--- src/rtl/npc_pred_pkg.sv ---
package npc_pred_pkg;

    // fetch address, counted in instruction units
    localparam int ADDR_W = 30;

    // hash widths supplied by the front end
    localparam int HIST_W = 8;
    localparam int IDX_W = 12;

    // entries in the btb and the choice table
    localparam int TABLE_DEPTH = 1 << IDX_W;

    // return address stack geometry
    localparam int RAS_DEPTH = 16;
    localparam int RAS_PTR_W = 4;

    typedef logic [ADDR_W-1:0] addr_t;
    typedef logic [HIST_W-1:0] bh_hash_t;
    typedef logic [IDX_W-1:0] pc_hash_t;
    typedef logic [RAS_PTR_W-1:0] ras_ptr_t;

    // upper bit set selects the btb, clear selects the stack
    typedef logic [1:0] ctr_t;

    localparam ctr_t CTR_MIN = 2'b00;
    localparam ctr_t CTR_MAX = 2'b11;

    // codes 2 and 3 are unused and behave like NOT_JUMP
    typedef enum logic [2:0] {
        NOT_JUMP      = 3'd0,
        DIRECT_JUMP   = 3'd1,
        RET           = 3'd4,
        INDIRECT_JUMP = 3'd5,
        CALL          = 3'd6,
        JUMP          = 3'd7
    } br_kind_e;

    // sequential fetch: odd addresses step by one, even ones by two
    function automatic addr_t seq_npc(input addr_t pc);
        addr_t step;
        if (pc[0]) begin
            step = addr_t'(1);
        end else begin
            step = addr_t'(2);
        end
        return pc + step;
    endfunction

endpackage

--- src/rtl/pred_update_if.sv ---
interface pred_update_if import npc_pred_pkg::*; ();

    // commit strobe, one branch per cycle
    logic     valid;
    logic     taken;
    br_kind_e kind;
    addr_t    pc;
    addr_t    target;
    pc_hash_t pc_hash;
    bh_hash_t bh_hash;
    // return address of a committed call
    addr_t    ret_pc;
    // 1 when the btb target was the right one for a return
    logic     choice_real;
    // counter value read at prediction time
    ctr_t     choice_ctr;
    logic     addr_mis;

    // execute side drives the commit
    modport src (
        output valid, taken, kind, pc, target,
        output pc_hash, bh_hash, ret_pc,
        output choice_real, choice_ctr, addr_mis
    );

    // tables only observe the commit
    modport sink (
        input valid, taken, kind, pc, target,
        input pc_hash, bh_hash, ret_pc,
        input choice_real, choice_ctr, addr_mis
    );

endinterface

--- src/rtl/ras.sv ---
module ras import npc_pred_pkg::*; (
    input  logic     clk,
    input  logic     rst_n,
    input  logic     stall,
    input  br_kind_e pred_kind,
    pred_update_if.sink upd,
    output addr_t    top
);

    addr_t stack_q [RAS_DEPTH];

    // committed pointer follows execute, speculative pointer follows fetch
    ras_ptr_t commit_ptr;
    ras_ptr_t spec_ptr;
    ras_ptr_t commit_ptr_nxt;
    ras_ptr_t spec_ptr_nxt;

    logic push;
    logic pop_commit;
    logic pop_pred;
    logic recover;

    assign push       = upd.valid && (upd.kind == CALL);
    assign pop_commit = upd.valid && (upd.kind == RET);
    assign pop_pred   = !stall && (pred_kind == RET);

    // miss blamed on the stack when the carried counter chose it
    assign recover = upd.valid && upd.addr_mis && !upd.choice_ctr[1];

    always_comb begin
        commit_ptr_nxt = commit_ptr;
        if (push) begin
            commit_ptr_nxt = commit_ptr + ras_ptr_t'(1);
        end else if (pop_commit) begin
            commit_ptr_nxt = commit_ptr - ras_ptr_t'(1);
        end
    end

    // recovery wins over the normal push/pop sum
    always_comb begin
        if (recover) begin
            spec_ptr_nxt = commit_ptr_nxt;
        end else begin
            spec_ptr_nxt = spec_ptr + ras_ptr_t'(push) - ras_ptr_t'(pop_pred);
        end
    end

    always_ff @(posedge clk or negedge rst_n) begin
        if (!rst_n) begin
            commit_ptr <= '0;
            spec_ptr   <= '0;
        end else begin
            commit_ptr <= commit_ptr_nxt;
            spec_ptr   <= spec_ptr_nxt;
        end
    end

    // circular, so a deep call chain overwrites the oldest entry
    always_ff @(posedge clk) begin
        if (push) begin
            stack_q[commit_ptr_nxt] <= upd.ret_pc;
        end
    end

    assign top = stack_q[spec_ptr];

endmodule

--- src/flat_wrapper.sv ---
// flat-port wrapper written by rule: the top's interface ports become plain ports
module ras_flat import npc_pred_pkg::*;
  (clk, rst_n, stall, pred_kind, top, upd_valid, upd_taken, upd_kind, upd_pc, upd_target, upd_pc_hash, upd_bh_hash, upd_ret_pc, upd_choice_real, upd_choice_ctr, upd_addr_mis);
  pred_update_if upd_i ();
  input  logic clk;
  input  logic rst_n;
  input  logic stall;
  input  br_kind_e pred_kind;
  output addr_t top;
  input wire logic [$bits(upd_i.valid)-1:0] upd_valid;
  input wire logic [$bits(upd_i.taken)-1:0] upd_taken;
  input wire logic [$bits(upd_i.kind)-1:0] upd_kind;
  input wire logic [$bits(upd_i.pc)-1:0] upd_pc;
  input wire logic [$bits(upd_i.target)-1:0] upd_target;
  input wire logic [$bits(upd_i.pc_hash)-1:0] upd_pc_hash;
  input wire logic [$bits(upd_i.bh_hash)-1:0] upd_bh_hash;
  input wire logic [$bits(upd_i.ret_pc)-1:0] upd_ret_pc;
  input wire logic [$bits(upd_i.choice_real)-1:0] upd_choice_real;
  input wire logic [$bits(upd_i.choice_ctr)-1:0] upd_choice_ctr;
  input wire logic [$bits(upd_i.addr_mis)-1:0] upd_addr_mis;
  assign upd_i.valid = upd_valid;
  assign upd_i.taken = upd_taken;
  assign upd_i.kind = upd_kind;
  assign upd_i.pc = upd_pc;
  assign upd_i.target = upd_target;
  assign upd_i.pc_hash = upd_pc_hash;
  assign upd_i.bh_hash = upd_bh_hash;
  assign upd_i.ret_pc = upd_ret_pc;
  assign upd_i.choice_real = upd_choice_real;
  assign upd_i.choice_ctr = upd_choice_ctr;
  assign upd_i.addr_mis = upd_addr_mis;
  ras u_core (.clk(clk), .rst_n(rst_n), .stall(stall), .pred_kind(pred_kind), .upd(upd_i), .top(top));
endmodule
--- config.mk ---
export PLATFORM = sky130hd
export DESIGN_NAME = ras_flat
export DESIGN_NICKNAME = d
export VERILOG_FILES = /design/src/rtl/npc_pred_pkg.sv /design/src/rtl/pred_update_if.sv /design/src/rtl/ras.sv /design/src/flat_wrapper.sv
export SDC_FILE = /design/constraint.sdc
export NUM_CORES = 1
export LEC_CHECK = 0
export ABC_AREA = 1
export CAP_MARGIN = 20
export CORE_MARGIN = 2
export CORE_UTILIZATION = 45
export CTS_BUF_LIST = sky130_fd_sc_hd__clkbuf_16
export DETAILED_ROUTE_END_ITERATION = 7
export DONT_BUFFER_PORTS = 1
export GPL_ROUTABILITY_DRIVEN = 0
export GPL_TIMING_DRIVEN = 0
export SYNTH_ARGS = -nofsm -noshare
export SYNTH_HDL_FRONTEND = slang
export SYNTH_SLANG_ARGS = --single-unit
--- constraint.sdc ---
create_clock -name clk -period 3.4 [get_ports clk]
set_clock_uncertainty 0.15 [all_clocks]
set_input_delay 0.34 -clock clk [delete_from_list [all_inputs] [get_ports clk]]
set_output_delay 0.34 -clock clk [all_outputs]
set_load 0.05 [all_outputs]
### After elaboration in Yosys (flattened, before gate mapping)

Memories as Yosys holds them, arrays and structs flattened.
Cells that the tools add are included.

* register bits after elaboration: 8
* bits in latches: 0
* RAM bits: 480
* bits in read-only memories: 0
* bits of input ports: 125
* output and inout port bits: 30
* word-level logic and storage cells: 22
* memories kept: 1

Memories
* u_core.stack_q: depth 16, bits a word 30, read ports 1, clocked after memory_dff 0, wr ports 1, line ras.sv:10 `addr_t stack_q [RAS_DEPTH];`

* add/sub/neg operators: 4
* multiply operators: 0
* div/mod/pow operators: 0
* order comparisons: 0
* eq/ne operators: 3
* shift-type cells: 0
* mux-type cells: 5
* bitwise operators: 0
* reductions and logical operators: 7

Operator list (number)
* $mux W4: 3
* $eq A3 B3 Y1 const B: 3
* $logic_and A1 B1 Y1: 5
* $add A4 B1 Y4: 1
* $add A4 B1 Y4 const B: 1
* $sub A4 B1 Y4: 1
* $sub A4 B1 Y4 const B: 1
* $logic_not A1 Y1: 2
* $mux W1: 2

### Longest topological paths before layout

* depth after elaboration: 5
* depth in mapped cells: 12
* gate-level depth less buffers: 11

### Worst setup path before layout

Ideal clock, no wire load.

* path kind: reg-to-reg
* from: register u_core.commit_ptr[0]
* to: memory u_core.stack_q[0][0] (netlist bit) (enable)
* setup time: 417 ps
* arrival: 2428 ps
* data required time: 2833 ps
* path slack: 405 ps
* cell stages (with the launch flop): 12
* path buffers: 0
* clock period less this slack: 2995 ps
* cells stage by stage: dfrtp_1 inv_1 ha_1 inv_1 nand2_1 nand2_1 nand2_1 nand2_1 nand2_1 nand2_1 nand2_1 nor2_1

* longest elaborated chain between the ends: 3
* elaborated cells on any way between the ends: 4
* classes of those cells: add/sub: 2; mux: 2

RTL lines
* from (decl): line ras.sv:13 `ras_ptr_t commit_ptr;`
* from (signal assigned): line ras.sv:53 `commit_ptr <= commit_ptr_nxt;`
* $sub A4 B1 Y4: line ras.sv:35 `commit_ptr_nxt = commit_ptr - ras_ptr_t'(1);`
* $mux W4: line ras.sv:34 `end else if (pop_commit) begin`
* $mux W4 *: line ras.sv:32 `if (push) begin`
* to (decl): line ras.sv:10

Mark *: on every way between the ends. The rest lies on a longest branch, timed or not.

### Final worst setup path

* from: register u_core.spec_ptr[1]
* to: output port top[0]

* longest elaborated chain between the ends: 1

RTL lines
* from (decl): line ras.sv:14 `ras_ptr_t spec_ptr;`
* from (signal assigned): line ras.sv:54 `spec_ptr <= spec_ptr_nxt;`
* $mem_v2 Z16 W30
* to (decl): line flat_wrapper.sv:9 `output addr_t top;`

No other way between the ends.

==> impl_metrics.toml <==
[sta]
relSlewSlack = 0.4781
finalSetupTns_ps = 0
finalCritPeriodShare = 0.9464
final_hold_viol_count = 0
drv_slew = 0
clock.fmax_ghz = 0.3108
period_needed_ps = 3218
fin_ws_ps = 182.4
rsz0062_at_grt = "false"
worst_pin_slew_ps = 780.3
setup_viol = 0

[yosys]
synth_xor_area_frac = 0.001772
netlist_instances = 1652
synth-simple-area-share = 0.1504
synth_most_common_cell = "edfxtp_1"
avgSynthCellArea_um2 = 11.96
ys_seq_area_frac = 0.7394
synth_ff_type = "edfxtp_1"
synth.area.mux_share = 0
syn_nets = 1784
async_flop_share = 0.01639
synth_edf_count = 480
synth_compound_area_frac = 0.07001
ys_types = 27
synth_top_family_by_area = "simple AND/OR/NAND/NOR gates"
synth_common_cells = "edfxtp_1, nor2_1, nand2_1"
yosysTopAreaCellShare = 0.7293
yosys.area.top_type = "edfxtp_1"
synth.area.top_cells = "edfxtp_1, nor2_1, o21ai_0, nand2_1, buf_6"
synthAdderAreaFrac = 0.004811
syn_area_um2 = 19770
synth.ff_latch_count = 488
ys_warn_count = 0

[drt]
ant_nets = 0
vias = 12637
wl_per_cell_um = 21.73
wirelength_um = 51720
routed_via_density = 5.310
firstDrtPassIters = 7
dr.first_iter.drc_count = 1141
drc_errors = 0

[global_routing]
grt_pass1_vias = 12300
antenna_found_initial = 2
grt_pass1_wl_um = 75630
grt_usage = 0.2297
grt_max_degree = 30
overflow = 0

[power_and_ir_drop]
vdd_drop_max_v = 0.0004142
leakagePower_nw = 7.973
power_density_nw_per_um2 = 859.9

[die]
pin_count = 155
rows = 76
die_x_um = 213.6
die_y_um = 213.6
core-area_um2 = 43170
start_util = 0.4578
dieArea_um2 = 45610

[setup_path]
cp_max_fo = 10
cp.arrival_ps = 2730
crit_path_end_kind = "output port"
cp_data_required_time_ps = 2910
startpoint_type = "register"
critical_path_class = "register to output port"

[layout]
fillers = 3722
drive_gt1_frac = 0.09588
area_growth_pct = 16.38
nets = 1890
post-route-util = 0.5328

[clock_network]
numCtsBuffers = 50
h-tree-depth = 2
cts_tree = "built"
root_buffer = "clkbuf_16"
clockBufferDepth = 3
postCtsSetupRepairBufs = 0
clk_pin_slew_ps = 60
insertion_delay_ps = 580
clock_sinks = 488

[place]
dp_slack_ps = 669.2
portBuffers = 0
dpl.hpwl_um = 33540

[run_status]
status = "complete, no violations"

[min_path]
min_path_type = "input pin to register"

[job]
maxCapViolations = 0
## power by group
group / internal, mW / switching (mW)
logic: 1.85 / 5.68
registers: 6.74 / 0.0714
clock network: 3.23 / 2.20
total: 11.8 / 7.95
## metal layers
| metal | routed length (µm) | vias to the layer above | track usage |
|---|---|---|---|
| li1 | - | 5966 | - |
| met5 | 12 | - | 0 |
| met4 | 1249 | 2 | 0.07759 |
| met3 | 3997 | 76 | 0.04101 |
| met1 | 21280 | 6141 | 0.2997 |
| met2 | 25180 | 452 | 0.3896 |
## stage by stage
step	area (µm²)	hold slack [ps]	cells	power [mW]
floorplan	19770	-105.6	1652	12.24
global placement	20500	-105.3	2237	14.17
detailed placement	20990	-105.3	2253	14.32
CTS	22990	3.645	2379	19.88
global route	23000	42.43	2380	20.73
finish	23000	30.55	2380	19.78
## worst max-delay path: stages, from the launching register on
cell and delay (ps):
dfrtp_1 410, buf_4 210, clkbuf_1 480, nor2_1 110
o21ai_0 110, nand2_1 130, nand2_1 90, nand4_1 580
## layout make-up
type / count / area (µm²) / area share
Multi-Input combinational cell: 1051 / 4607 / 0.2003
Tap cell: 585 / 732.0 / 0.03182
Inverter: 22 / 85.08 / 0.003699
Buffer: 91 / 586.8 / 0.02551
Timing Repair Buffer: 54 / 753.2 / 0.03275
Sequential cell: 488 / 14610 / 0.6353
Antenna cell: 1 / 2.502 / 0.0001088
Clock inverter: 35 / 295.3 / 0.01284
Clock buffer: 53 / 1326 / 0.05766
## path summary, 6_finish.rpt
path / startpoint / endpoint / slack (ps) / cells after the start
worst max-delay path: u_core.spec_ptr[1] / top[0] / 180 / 7
worst min-delay path: upd_kind[2] / u_core.commit_ptr[0] / 30 / 3
worst max register to register: u_core.commit_ptr[0] / u_core.stack_q[9][14] / 600 / 12
worst min register to register: u_core.commit_ptr[3] / u_core.commit_ptr[3] / 430 / 2
max in group asynchronous: rst_n / u_core.spec_ptr[0] / 2360 / 2
min in group asynchronous: rst_n / u_core.commit_ptr[3] / 480 / 2
## registers in the layout, summed over array words and instances, names as in the netlist
signal / count
u_core.stack_q: 480
u_core.spec_ptr: 4
u_core.commit_ptr: 4
## layout by cell type (no fill, tap or decap)
| cell type | netlist | layout |
|---|---|---|
| edfxtp_1 | 480 | 480 |
| nor2_1 | 474 | 458 |
| nand2_1 | 248 | 248 |
| o21ai_0 | 236 | 236 |
| clkbuf_16 | 0 | 53 |
| o21ai_1 | 38 | 38 |
| dlygate4sd3_1 | 0 | 38 |
| inv_1 | 20 | 33 |
| nand4_1 | 31 | 31 |
| buf_2 | 31 | 28 |
| buf_6 | 23 | 23 |
| clkbuf_1 | 22 | 22 |
| nor2_4 | 1 | 17 |
| clkbuf_2 | 12 | 12 |
| clkinv_1 | 0 | 11 |
| buf_12 | 0 | 9 |
| dfrtp_1 | 8 | 8 |
| buf_16 | 0 | 7 |
| ha_1 | 6 | 6 |
| bufinv_16 | 0 | 6 |
| clkinv_2 | 0 | 5 |
| nand3_1 | 4 | 4 |
| nand2_2 | 3 | 3 |
| buf_4 | 3 | 3 |
| clkbuf_4 | 0 | 3 |
| xor2_1 | 2 | 2 |
| xnor2_1 | 2 | 2 |
| diode_2 | 0 | 1 |
| nor2_2 | 1 | 1 |
| o211ai_1 | 1 | 1 |
| inv_4 | 1 | 1 |
| nor4_1 | 1 | 1 |
| inv_2 | 1 | 1 |
| a21oi_1 | 1 | 1 |
| and2_0 | 1 | 1 |
| fa_1 | 1 | 1 |
## logic make-up (layout without fill, tap and decap cells)
group / count (synthesis) / in the layout
simple gates: 764 / 764
other cells: 0 / 1
fa+ha+maj: 7 / 7
buf+inv: 113 / 255
flops: 488 / 488
compound gates: 276 / 276
xor+xnor: 4 / 4
## what timing repair did
item / 4_1_cts / 5_1_grt
endpoints found under the setup margin: 0 / 2
hold buffers: 38 / 0
resized for setup: 0 / 3
endpoints found under the hold margin: 495 / 0
No activity file was read; power rests on OpenSTA's default activity.
